<file path="src/verilog/cpu_pkg.sv">
`default_nettype none

package cpu_pkg;

  // Bus widths
  typedef logic [15:0] addr_t;
  typedef logic [7:0] data_t;
  typedef logic [12:0] ram_addr_t;

  // Memory map
  localparam addr_t PROGRAM_START = 16'h0200;
  localparam addr_t VRAM_START = 16'hE000;

  // Character grid of the VRAM
  localparam int COLUMNS = 40;
  localparam int ROWS = 25;

  typedef logic [$clog2(COLUMNS * ROWS)-1:0] vram_addr_t;

  // Source or destination register of an instruction
  typedef enum logic [1:0] {
    REG_A = 2'd0,
    REG_X = 2'd1,
    REG_Y = 2'd2
  } reg_sel_t;

  // Load view of the operand word, value in the low byte
  typedef struct packed {
    data_t pad;
    data_t value;
  } load_operand_t;

  // Store address or load value, one word either way
  typedef union packed {
    addr_t addr;
    load_operand_t load;
  } operand_u;

  // Loads
  localparam data_t OPC_LDA_IMM = 8'hA9;
  localparam data_t OPC_LDA_ZP = 8'hA5;
  localparam data_t OPC_LDA_ABS = 8'hAD;
  localparam data_t OPC_LDX_IMM = 8'hA2;
  localparam data_t OPC_LDX_ZP = 8'hA6;
  localparam data_t OPC_LDX_ABS = 8'hAE;
  localparam data_t OPC_LDY_IMM = 8'hA0;
  localparam data_t OPC_LDY_ZP = 8'hA4;
  localparam data_t OPC_LDY_ABS = 8'hAC;

  // Stores
  localparam data_t OPC_STA_ZP = 8'h85;
  localparam data_t OPC_STA_ABS = 8'h8D;
  localparam data_t OPC_STX_ZP = 8'h86;
  localparam data_t OPC_STX_ABS = 8'h8E;
  localparam data_t OPC_STY_ZP = 8'h84;
  localparam data_t OPC_STY_ABS = 8'h8C;

  // Control flow
  localparam data_t OPC_JMP_ABS = 8'h4C;

endpackage

`default_nettype wire

</file>
<file path="src/verilog/instr_if.sv">
`default_nettype none

// One decoded instruction, fetch side to execute side
interface instr_if import cpu_pkg::*; ();

  logic req;
  logic ack;
  logic is_store;
  reg_sel_t reg_sel;
  operand_u operand;

  modport source(
    output req,
    output is_store,
    output reg_sel,
    output operand,
    input ack
  );

  modport sink(
    input req,
    input is_store,
    input reg_sel,
    input operand,
    output ack
  );

endinterface

`default_nettype wire

</file>
<file path="src/verilog/store_if.sv">
`default_nettype none

// One store request, execute side to write side
interface store_if import cpu_pkg::*; ();

  logic req;
  logic ack;
  addr_t addr;
  data_t data;

  modport source(
    output req,
    output addr,
    output data,
    input ack
  );

  modport sink(
    input req,
    input addr,
    input data,
    output ack
  );

endinterface

`default_nettype wire

</file>
<file path="src/verilog/fetch_unit.sv">
`default_nettype none

module fetch_unit import cpu_pkg::*; #(
  parameter int READ_LATENCY = 2
) (
  input wire logic clk,
  input wire logic rst_n,
  output ram_addr_t ram_raddr,
  output logic ram_re,
  input wire data_t ram_rdata,
  instr_if.source instr
);

  localparam int CNT_W = (READ_LATENCY > 1) ? $clog2(READ_LATENCY) : 1;

  localparam logic [2:0] S_OPCODE = 3'd0;
  localparam logic [2:0] S_OPER_LO = 3'd1;
  localparam logic [2:0] S_OPER_HI = 3'd2;
  localparam logic [2:0] S_DATA = 3'd3;
  localparam logic [2:0] S_HANDOFF = 3'd4;

  logic [2:0] state;
  addr_t pc;
  logic [CNT_W-1:0] lat_cnt;
  logic rd_done;
  addr_t rd_addr;
  logic req_q;

  // Decoded fields of the current opcode
  logic [1:0] op_len;
  logic op_mem;
  logic op_store;
  logic op_jmp;
  reg_sel_t op_reg;
  operand_u operand;

  // Decode of the byte on the read port
  logic [1:0] dec_len;
  logic dec_mem;
  logic dec_store;
  logic dec_jmp;
  reg_sel_t dec_reg;

  assign rd_done = ram_re && (lat_cnt == CNT_W'(READ_LATENCY - 1));

  always_comb begin
    case (state)
      S_OPER_LO: rd_addr = pc + 16'd1;
      S_OPER_HI: rd_addr = pc + 16'd2;
      S_DATA: rd_addr = operand.addr;
      default: rd_addr = pc;
    endcase
  end

  always_comb begin
    dec_len = 2'd1;
    dec_mem = 1'b0;
    dec_store = 1'b0;
    dec_jmp = 1'b0;
    case (ram_rdata)
      OPC_LDA_IMM, OPC_LDX_IMM, OPC_LDY_IMM: dec_len = 2'd2;
      OPC_LDA_ZP, OPC_LDX_ZP, OPC_LDY_ZP: begin
        dec_len = 2'd2;
        dec_mem = 1'b1;
      end
      OPC_LDA_ABS, OPC_LDX_ABS, OPC_LDY_ABS: begin
        dec_len = 2'd3;
        dec_mem = 1'b1;
      end
      OPC_STA_ZP, OPC_STX_ZP, OPC_STY_ZP: begin
        dec_len = 2'd2;
        dec_store = 1'b1;
      end
      OPC_STA_ABS, OPC_STX_ABS, OPC_STY_ABS: begin
        dec_len = 2'd3;
        dec_store = 1'b1;
      end
      OPC_JMP_ABS: begin
        dec_len = 2'd3;
        dec_jmp = 1'b1;
      end
      default: ;
    endcase
    case (ram_rdata)
      OPC_LDX_IMM, OPC_LDX_ZP, OPC_LDX_ABS, OPC_STX_ZP, OPC_STX_ABS: dec_reg = REG_X;
      OPC_LDY_IMM, OPC_LDY_ZP, OPC_LDY_ABS, OPC_STY_ZP, OPC_STY_ABS: dec_reg = REG_Y;
      default: dec_reg = REG_A;
    endcase
  end

  always_ff @(posedge clk or negedge rst_n) begin
    if (!rst_n) begin
      state <= S_OPCODE;
      pc <= PROGRAM_START;
      ram_raddr <= '0;
      ram_re <= 1'b0;
      lat_cnt <= '0;
      req_q <= 1'b0;
    end else begin
      // Read pacing, shared by every fetch stage
      if (state != S_HANDOFF) begin
        if (!ram_re) begin
          ram_raddr <= ram_addr_t'(rd_addr);
          ram_re <= 1'b1;
          lat_cnt <= '0;
        end else if (rd_done) begin
          ram_re <= 1'b0;
        end else begin
          lat_cnt <= lat_cnt + 1'b1;
        end
      end
      case (state)
        S_OPCODE: begin
          if (rd_done) begin
            if (dec_len == 2'd1) begin
              // Unknown opcode, skip one byte
              pc <= pc + 16'd1;
            end else begin
              state <= S_OPER_LO;
            end
          end
        end
        S_OPER_LO: begin
          if (rd_done) begin
            if (op_len == 2'd3) begin
              state <= S_OPER_HI;
            end else if (op_mem) begin
              state <= S_DATA;
            end else begin
              state <= S_HANDOFF;
              req_q <= 1'b1;
            end
          end
        end
        S_OPER_HI: begin
          if (rd_done) begin
            if (op_jmp) begin
              pc <= {ram_rdata, operand.addr[7:0]};
              state <= S_OPCODE;
            end else if (op_mem) begin
              state <= S_DATA;
            end else begin
              state <= S_HANDOFF;
              req_q <= 1'b1;
            end
          end
        end
        S_DATA: begin
          if (rd_done) begin
            state <= S_HANDOFF;
            req_q <= 1'b1;
          end
        end
        default: begin
          if (req_q) begin
            if (instr.ack) begin
              req_q <= 1'b0;
            end
          end else if (!instr.ack) begin
            pc <= pc + addr_t'(op_len);
            state <= S_OPCODE;
          end
        end
      endcase
    end
  end

  always_ff @(posedge clk) begin
    if (rd_done) begin
      case (state)
        S_OPCODE: begin
          op_len <= dec_len;
          op_mem <= dec_mem;
          op_store <= dec_store;
          op_jmp <= dec_jmp;
          op_reg <= dec_reg;
        end
        S_OPER_LO: operand.addr <= {8'h00, ram_rdata};
        S_OPER_HI: operand.addr[15:8] <= ram_rdata;
        S_DATA: begin
          operand.load.pad <= 8'h00;
          operand.load.value <= ram_rdata;
        end
        default: ;
      endcase
    end
  end

  assign instr.req = req_q;
  assign instr.is_store = op_store;
  assign instr.reg_sel = op_reg;
  assign instr.operand = operand;

endmodule

`default_nettype wire

</file>
<file path="src/verilog/exec_unit.sv">
`default_nettype none

module exec_unit import cpu_pkg::*; (
  input wire logic clk,
  input wire logic rst_n,
  instr_if.sink instr,
  store_if.source st
);

  localparam logic [1:0] E_IDLE = 2'd0;
  localparam logic [1:0] E_STORE = 2'd1;
  localparam logic [1:0] E_ACK = 2'd2;

  logic [1:0] state;
  data_t ra;
  data_t rx;
  data_t ry;
  data_t sel_val;
  logic ack_q;
  logic st_req;
  addr_t st_addr;
  data_t st_data;

  // Register read for stores
  always_comb begin
    case (instr.reg_sel)
      REG_X: sel_val = rx;
      REG_Y: sel_val = ry;
      default: sel_val = ra;
    endcase
  end

  always_ff @(posedge clk or negedge rst_n) begin
    if (!rst_n) begin
      state <= E_IDLE;
      ra <= '0;
      rx <= '0;
      ry <= '0;
      ack_q <= 1'b0;
      st_req <= 1'b0;
    end else begin
      case (state)
        E_IDLE: begin
          if (instr.req) begin
            if (instr.is_store) begin
              st_req <= 1'b1;
              state <= E_STORE;
            end else begin
              // Load completes right away
              case (instr.reg_sel)
                REG_X: rx <= instr.operand.load.value;
                REG_Y: ry <= instr.operand.load.value;
                default: ra <= instr.operand.load.value;
              endcase
              ack_q <= 1'b1;
              state <= E_ACK;
            end
          end
        end
        E_STORE: begin
          if (st_req) begin
            if (st.ack) begin
              st_req <= 1'b0;
            end
          end else if (!st.ack) begin
            ack_q <= 1'b1;
            state <= E_ACK;
          end
        end
        default: begin
          if (!instr.req) begin
            ack_q <= 1'b0;
            state <= E_IDLE;
          end
        end
      endcase
    end
  end

  always_ff @(posedge clk) begin
    if (state == E_IDLE && instr.req && instr.is_store) begin
      st_addr <= instr.operand.addr;
      st_data <= sel_val;
    end
  end

  assign instr.ack = ack_q;
  assign st.req = st_req;
  assign st.addr = st_addr;
  assign st.data = st_data;

endmodule

`default_nettype wire

</file>
<file path="src/verilog/store_unit.sv">
`default_nettype none

module store_unit import cpu_pkg::*; (
  input wire logic clk,
  input wire logic rst_n,
  store_if.sink st,
  output ram_addr_t ram_waddr,
  output data_t ram_wdata,
  output logic ram_we,
  output vram_addr_t vram_waddr,
  output data_t vram_wdata,
  output logic vram_we
);

  logic ack_q;
  logic fire;
  logic is_vram;

  // New request not yet answered
  assign fire = st.req && !ack_q;
  assign is_vram = (st.addr >= VRAM_START);

  always_ff @(posedge clk or negedge rst_n) begin
    if (!rst_n) begin
      ack_q <= 1'b0;
      ram_we <= 1'b0;
      vram_we <= 1'b0;
    end else begin
      // Enables are single-cycle pulses
      ram_we <= fire && !is_vram;
      vram_we <= fire && is_vram;
      if (fire) begin
        ack_q <= 1'b1;
      end else if (ack_q && !st.req) begin
        ack_q <= 1'b0;
      end
    end
  end

  always_ff @(posedge clk) begin
    if (fire) begin
      ram_waddr <= ram_addr_t'(st.addr);
      vram_waddr <= vram_addr_t'(st.addr - VRAM_START);
      ram_wdata <= st.data;
      vram_wdata <= st.data;
    end
  end

  assign st.ack = ack_q;

endmodule

`default_nettype wire

</file>
<file path="src/verilog/cpu_top.sv">
`default_nettype none

module cpu_top import cpu_pkg::*; #(
  parameter int READ_LATENCY = 2
) (
  input wire logic clk,
  input wire logic rst_n,
  output ram_addr_t ram_raddr,
  output logic ram_re,
  input wire data_t ram_rdata,
  output ram_addr_t ram_waddr,
  output data_t ram_wdata,
  output logic ram_we,
  output vram_addr_t vram_waddr,
  output data_t vram_wdata,
  output logic vram_we
);

  instr_if u_instr_if ();
  store_if u_store_if ();

  // Opcode and operand fetch, JMP
  fetch_unit #(
    .READ_LATENCY(READ_LATENCY)
  ) u_fetch_unit (
    .clk(clk),
    .rst_n(rst_n),
    .ram_raddr(ram_raddr),
    .ram_re(ram_re),
    .ram_rdata(ram_rdata),
    .instr(u_instr_if.source)
  );

  // Register file, loads and stores
  exec_unit u_exec_unit (
    .clk(clk),
    .rst_n(rst_n),
    .instr(u_instr_if.sink),
    .st(u_store_if.source)
  );

  // RAM or VRAM write
  store_unit u_store_unit (
    .clk(clk),
    .rst_n(rst_n),
    .st(u_store_if.sink),
    .ram_waddr(ram_waddr),
    .ram_wdata(ram_wdata),
    .ram_we(ram_we),
    .vram_waddr(vram_waddr),
    .vram_wdata(vram_wdata),
    .vram_we(vram_we)
  );

endmodule

`default_nettype wire

</file>
<file path="config.mk">
export PLATFORM = sky130hd
export DESIGN_NAME = cpu_top
export DESIGN_NICKNAME = d
export VERILOG_FILES = /design/src/verilog/cpu_pkg.sv /design/src/verilog/instr_if.sv /design/src/verilog/store_if.sv /design/src/verilog/fetch_unit.sv /design/src/verilog/exec_unit.sv /design/src/verilog/store_unit.sv /design/src/verilog/cpu_top.sv
export SDC_FILE = /design/constraint.sdc
export NUM_CORES = 1
export LEC_CHECK = 0
export ABC_AREA = 1
export BUFFER_PORTS_ARGS = -buffer_cell sky130_fd_sc_hd__buf_2
export CAP_MARGIN = 15
export CORE_MARGIN = 2
export CORE_UTILIZATION = 40
export CTS_CLUSTER_SIZE = 20
export DETAILED_ROUTE_END_ITERATION = 8
export PLACE_DENSITY_LB_ADDON = 0.3
export RECOVER_POWER = 100
export SLEW_MARGIN = 20
export SYNTH_ARGS = -nofsm -noshare
export SYNTH_HDL_FRONTEND = slang
export SYNTH_SLANG_ARGS = --single-unit
</file>
<file path="constraint.sdc">
create_clock -name clk -period 4.1 [get_ports clk]
set_input_delay 0.41 -clock clk [delete_from_list [all_inputs] [get_ports clk]]
set_output_delay 0.41 -clock clk [all_outputs]
set_load 0.02 [all_outputs]
</file>
==> results.json, run 1 <==
{
  "setup_viol": 0,
  "wirelength_um": 16500,
  "finalMaxSlewViolations": 29,
  "gp_congestion": 0.903,
  "final_hold_viol_count": 0,
  "ios": 65,
  "p_leak_nw": 3.13,
  "multiInputGateArea_um2": 2270,
  "period_share_pct": 74.8,
  "layout-drive-gt1-share_pct": 5.21,
  "port_buffers": 64,
  "p_total_mw": 5.90,
  "gr-usage-met3_pct": 4.89,
  "die_y_um": 130,
  "synth_area_leaders": "edfxtp_1 32%, dfrtp_1 24%, nand2_1 12%",
  "crit_arrival_ns": 3.37,
  "postPlaceCellArea_um2": 6790,
  "path_clk_slew_ns": 0.06,
  "cts_sinks": 131,
  "cts_hold_buf": 0,
  "synthArstFlopShare_pct": 48.1,
  "die_x_um": 130,
  "crit_path_start_kind": "flop",
  "synth_seq_area_share_pct": 56.6,
  "whs_path_depth": 1,
  "cts_resized": 0,
  "syn_nets": 742,
  "register_area_um2": 3620,
  "use_met2_pct": 31.4,
  "diodes": 0,
  "setup_tns_ns": 0,
  "pre_cts_slack_ns": 1.91,
  "r2r-end": "u_fetch_unit.pc[11]",
  "fillers": 1557,
  "powerDensity_nw_per_um2": 813,
  "core_um2": 15800,
  "drtAntennaViolNets": 0,
  "die_area_um2": 17000,
  "synth.most_common_cell": "nand2_1",
  "grt_usage_pct": 20.1,
  "run_status": "finished with violations",
  "ys_ff_latch": 131,
  "layout_min_cycle_time_ns": 3.07,
  "max_slew_margin_pct": -13.3,
  "synthSimpleGateAreaFrac_pct": 24.2,
  "finalInstanceArea_um2": 7260,
  "netlist_top_cells_count": "202 x nand2_1, 80 x nand3_1, 68 x edfxtp_1, 63 x inv_1",
  "antenna_found_initial": 1,
  "fin_skew_ns": 0.0104,
  "synth_ff_type": "edfxtp_1",
  "grt_max_degree": 37,
  "synthesis.area_um2": 6400,
  "startpoint": "u_fetch_unit.state[2]",
  "drv_cap": 1,
  "via_per_inst": 5.19,
  "rr_worst_depth": 10,
  "wl_per_cell_um": 16.4,
  "fin_ws_ns": 1.03,
  "dr.pass1.iters": 5,
  "grt-busiest-layer": "met2",
  "hpwl_um": 11500,
  "cts_root_buffer": "clkbuf_16",
  "synth_top_family_by_area": "simple AND/OR/NAND/NOR gates",
  "grt_pass1_vias": 4811,
  "ys_types": 36,
  "yosysWarnings": 0,
  "syn_to_final_growth_pct": 13.5,
  "drc": 0,
  "synth_cells": 724,
  "fin_util_pct": 46.0,
  "synth_top_area_cell": "edfxtp_1",
  "worstMarginPinSlew_ns": 1.70,
  "tritoncts": "built",
  "initial_core_util_pct": 40.6,
  "violations": "max-capacitance violations, max-slew violations",
  "worstPathMaxFanout": 14,
  "synth_mux_area_share_pct": 0,
  "cts_buffer_depth": 2,
  "clock_latency_ns": 0.42,
  "fin_nets": 792,
  "grt.met1_usage_pct": 26.8,
  "required_ns": 4.41,
  "worst_setup_path_end_kind": "flop",
  "synth.top_cell.area_share_pct": 31.9,
  "r2r_slack_ns": 1.03,
  "grt.overflow.total": 0,
  "cp-endpoint": "u_fetch_unit.pc[11]",
  "crit_type": "reg -> reg",
  "cts_made_buffers": 17,
  "peakVddDrop_mv": 0.427,
  "synthAdderAreaFrac_pct": 1.68,
  "worstHoldPathType": "in -> reg",
  "rsz0062_at_grt": "false",
  "synth_compound_area_share_pct": 9.33,
  "htree_levels": 4,
  "synthXorXnorAreaFrac_pct": 0.548,
  "drtIter0Drc": 629,
  "grt_pass1_wl_um": 25700,
  "num_vias": 5204,
  "cts_setup_buffers": 0,
  "r2r-start": "u_fetch_unit.state[2]",
  "synth_edf_count": 68,
  "avgSynthCellArea_um2": 8.83,
  "rows": 46,
  "fmax_mhz": 326
}
worst max-delay path: stages, from the launching register on:
cell and delay (ns):
dfrtp_1 0.47, inv_1 0.11, nand2_1 0.26, inv_1 0.34
nand2_1 0.17, nand3_1 0.13, a211oi_4 0.17, clkbuf_1 0.56
nand2_1 0.50, nand2_1 0.17, nand2_1 0.06
through the flow:
stage	std cells	hold slack (ns)
final	1003	0.218
after global routing	1003	0.222
after CTS	1003	0.0632
after detailed placement	971	0.405
after global placement	971	0.402
after floorplan	724	0.114
worst min path at each step:
stage | start | to
2_1_floorplan | rst_n | u_exec_unit.instr.ack
3_3_place_gp | u_exec_unit.st.addr[10] | u_store_unit.ram_waddr[10]
3_5_place_dp | u_fetch_unit.instr.operand[13] | u_exec_unit.st.addr[13]
4_1_cts | rst_n | u_fetch_unit.instr.req
5_1_grt | ram_rdata[6] | u_fetch_unit.instr.operand[6]
6_report | ram_rdata[6] | u_fetch_unit.instr.operand[6]
metal layers:
metal,vias to the layer above,part of all wire [%]
li1,2509,-
met1,2431,44
met2,234,46
met3,30,7.2
met4,0,2.7
met5,-,0
layout by cell type, fill, tap and decap left out, types with 4 or more instances in the layout:
master | synthesis | layout
nand2_1 | 202 | 204
nand3_1 | 80 | 81
clkbuf_1 | 10 | 69
edfxtp_1 | 68 | 68
inv_1 | 63 | 65
nor2_1 | 62 | 63
dfrtp_1 | 62 | 62
o21ai_0 | 58 | 58
a21oi_1 | 31 | 31
clkbuf_16 | 0 | 17
nand4_1 | 10 | 10
ha_1 | 7 | 7
o221ai_1 | 5 | 5
o21ai_1 | 4 | 4
clkinv_2 | 0 | 4
layout make-up:
cell class / count / area share [%]
Inverter: 67 / 3.46
Clock buffer: 18 / 5.91
Tap cell: 216 / 3.72
Multi-Input combinational cell: 488 / 31.2
Sequential cell: 131 / 49.8
Clock inverter: 14 / 2.21
Timing Repair Buffer: 69 / 3.62
state kept, by name, summed over array words and instances, names as in the netlist, 2 cells and up:
name / count
u_store_unit.ram_wdata: 8
u_exec_unit.state: 2
u_fetch_unit.ram_raddr: 13
u_store_unit.ram_waddr: 4
u_exec_unit.ry: 8
u_exec_unit.st.addr: 16
u_fetch_unit.state: 3
u_store_unit.vram_waddr: 9
u_fetch_unit.instr.operand: 16
u_exec_unit.ra: 8
u_exec_unit.rx: 8
u_exec_unit.st.data: 8
u_fetch_unit.instr.reg_sel: 2
u_fetch_unit.op_len: 2
u_fetch_unit.pc: 13
cell families after synthesis:
logic type	Yosys count
xor+xnor	4
simple gates	368
fa+ha+maj	8
buf+inv	105
flops	131
compound gates	108
report_power, final:
group	leakage (nW)	switching, mW	internal [mW]	total (mW)
registers	1.44	0.312	1.94	2.25
logic	1.40	1.56	0.573	2.14
clock network	0.289	0.565	0.951	1.52
Note: power is estimated with default switching activity, not from simulation.
==> inputs of run 2 (changes only) <==
clock period = 2.73 ns   (was 4.1 ns; I/O delays follow)
==> results.json, run 2 (synthesis results as in run 1) <==
{
  "run_status": "finished with violations",
  "violations": "max-capacitance violations, max-slew violations",
  "gp_congestion": 0.959,
  "dr.max_layer_used": "met4",
  "grt_usage_pct": 19.3,
  "initial_core_util_pct": 40.6,
  "max_slew_margin_pct": -42.6,
  "met3_length_um": 1180,
  "r2r-end": "u_fetch_unit.pc[2]",
  "finalMaxSlewViolations": 39,
  "num_vias": 5210,
  "wirelength_um": 15800,
  "path_clk_slew_ns": 0.06,
  "pre_cts_slack_ns": 0.540,
  "required_ns": 3.04,
  "cts_root_buffer": "clkbuf_16",
  "p_leak_nw": 3.14,
  "cts_buffer_depth": 2,
  "port_buffers": 64,
  "final_hold_viol_count": 0,
  "worstMarginPinSlew_ns": 2.14,
  "layout_common_cells": "203 x nand2_1, 80 x nand3_1, 68 x edfxtp_1, 67 x clkbuf_1, 66 x inv_1",
  "fin_hold_ws_ns": 0.108,
  "cts_resized": 0,
  "rows": 46,
  "period_share_pct": 88.5,
  "worst_setup_path_end_kind": "flop",
  "p_seq_share_pct": 38.5,
  "grt_pass1_vias": 4648,
  "layout_min_cycle_time_ns": 2.42,
  "p_switching_mw": 3.65,
  "startpoint": "u_fetch_unit.state[1]",
  "htree_levels": 4,
  "crit_path_start_kind": "flop",
  "via_per_inst": 5.18,
  "sw_frac_of_total_pct": 41.6,
  "r2r-start": "u_fetch_unit.state[1]",
  "cts_hold_buf": 0,
  "powerDensity_nw_per_um2": 1210,
  "antenna_found_initial": 0,
  "die_x_um": 130,
  "dr.pass1.iters": 6,
  "ios": 65,
  "clkPwrFrac_pct": 24.9,
  "diodes": 0,
  "worstHoldPathType": "in -> reg",
  "drv_cap": 1,
  "rr_worst_depth": 8,
  "met1_length_um": 6950,
  "hpwl_um": 11100,
  "fin_nets": 794,
  "reg.largest.list": "u_exec_unit.st.addr x16, u_fetch_unit.instr.operand x16",
  "r2r_slack_ns": 0.31,
  "intPower_mw": 5.13,
  "wl_per_cell_um": 15.7,
  "rsz0062_at_grt": "false",
  "drc": 0,
  "cts_sinks": 131,
  "core_um2": 15800,
  "die_y_um": 130,
  "grt_pass1_wl_um": 24700,
  "fin_ws_ns": 0.315,
  "layout_commonest_cell": "nand2_1",
  "layout-drive-gt1-share_pct": 6.08,
  "fmax_mhz": 414,
  "die_area_um2": 17000,
  "cts_setup_buffers": 0,
  "clock_latency_ns": 0.42,
  "grt_max_degree": 39,
  "tritoncts": "built",
  "setup_tns_ns": 0,
  "grt.overflow.total": 0,
  "crit_arrival_ns": 2.72,
  "drtIter0Drc": 638,
  "cts_made_buffers": 17,
  "setup_viol": 0,
  "wl_met2_um": 7020,
  "cp-endpoint": "u_fetch_unit.pc[2]",
  "syn_to_final_growth_pct": 13.8,
  "fin_skew_ns": 0.00863,
  "power.share.combinational_pct": 36.6,
  "worstPathMaxFanout": 13,
  "drtAntennaViolNets": 0,
  "peakVddDrop_mv": 0.506,
  "crit_type": "reg -> reg"
}
## run 2: stage by stage
stage	total power, mW	area, um2	utilization [%]	std cells
floorplan	5.76	6400	-	724
global placement	6.65	6820	43.2	973
detailed placement	6.68	6820	43.2	973
CTS	8.87	7390	46.9	1005
global route	9.37	7280	46.1	1005
finish	8.77	7280	46.1	1005
## run 2: area by class of cell
| type | instances | area [um2] |
|---|---|---|
| well taps | 216 | 270 |
| fillers | 1557 | 8490 |
| repair buffers | 71 | 280 |
| clock inverters | 11 | 103 |
| inverters | 67 | 251 |
| multi-input cells | 488 | 2280 |
| clock buffers | 21 | 470 |
| flip-flops and latches | 131 | 3620 |
## run 2: worst min-delay path by stage
stage / from / slack (ns) / cells past startpoint / endpoint
detailed placement: u_exec_unit.st.addr[12] / 0.40 / 0 / u_store_unit.ram_waddr[12]
finish: ram_rdata[6] / 0.11 / 1 / u_fetch_unit.instr.operand[6]
floorplan: rst_n / -0.02 / 0 / u_exec_unit.instr.ack
global route: ram_rdata[6] / 0.13 / 1 / u_fetch_unit.instr.operand[6]
global placement: u_exec_unit.st.addr[5] / 0.40 / 0 / u_store_unit.vram_waddr[5]
CTS: rst_n / 0.02 / 1 / u_store_unit.st.ack
## run 2: power by group through the flow
stage | Clock (mW) | Combinational [mW] | Sequential (mW)
5_1_grt | 2.30 | 3.61 | 3.47
3_5_place_dp | 0 | 3.29 | 3.39
3_3_place_gp | 0 | 3.28 | 3.37
4_1_cts | 2.21 | 3.31 | 3.36
6_report | 2.19 | 3.21 | 3.38
2_1_floorplan | 0 | 2.27 | 3.49
## run 2: per-layer routing
layer | up-vias | GRT usage [%]
li1 | 2510 | -
met1 | 2404 | 26.4
met2 | 249 | 29.5
met3 | 47 | 4.19
met4 | 0 | 9.14
met5 | - | 0
## run 2: worst max-delay path: stages, from the launching register on
cell and delay, ns:
dfrtp_1 0.39, inv_1 0.10, nor2_1 0.07, nand2_1 0.38, inv_1 0.32, a211oi_4 0.54, nand2_2 0.31, nand2_1 0.14
nand2_1 0.05
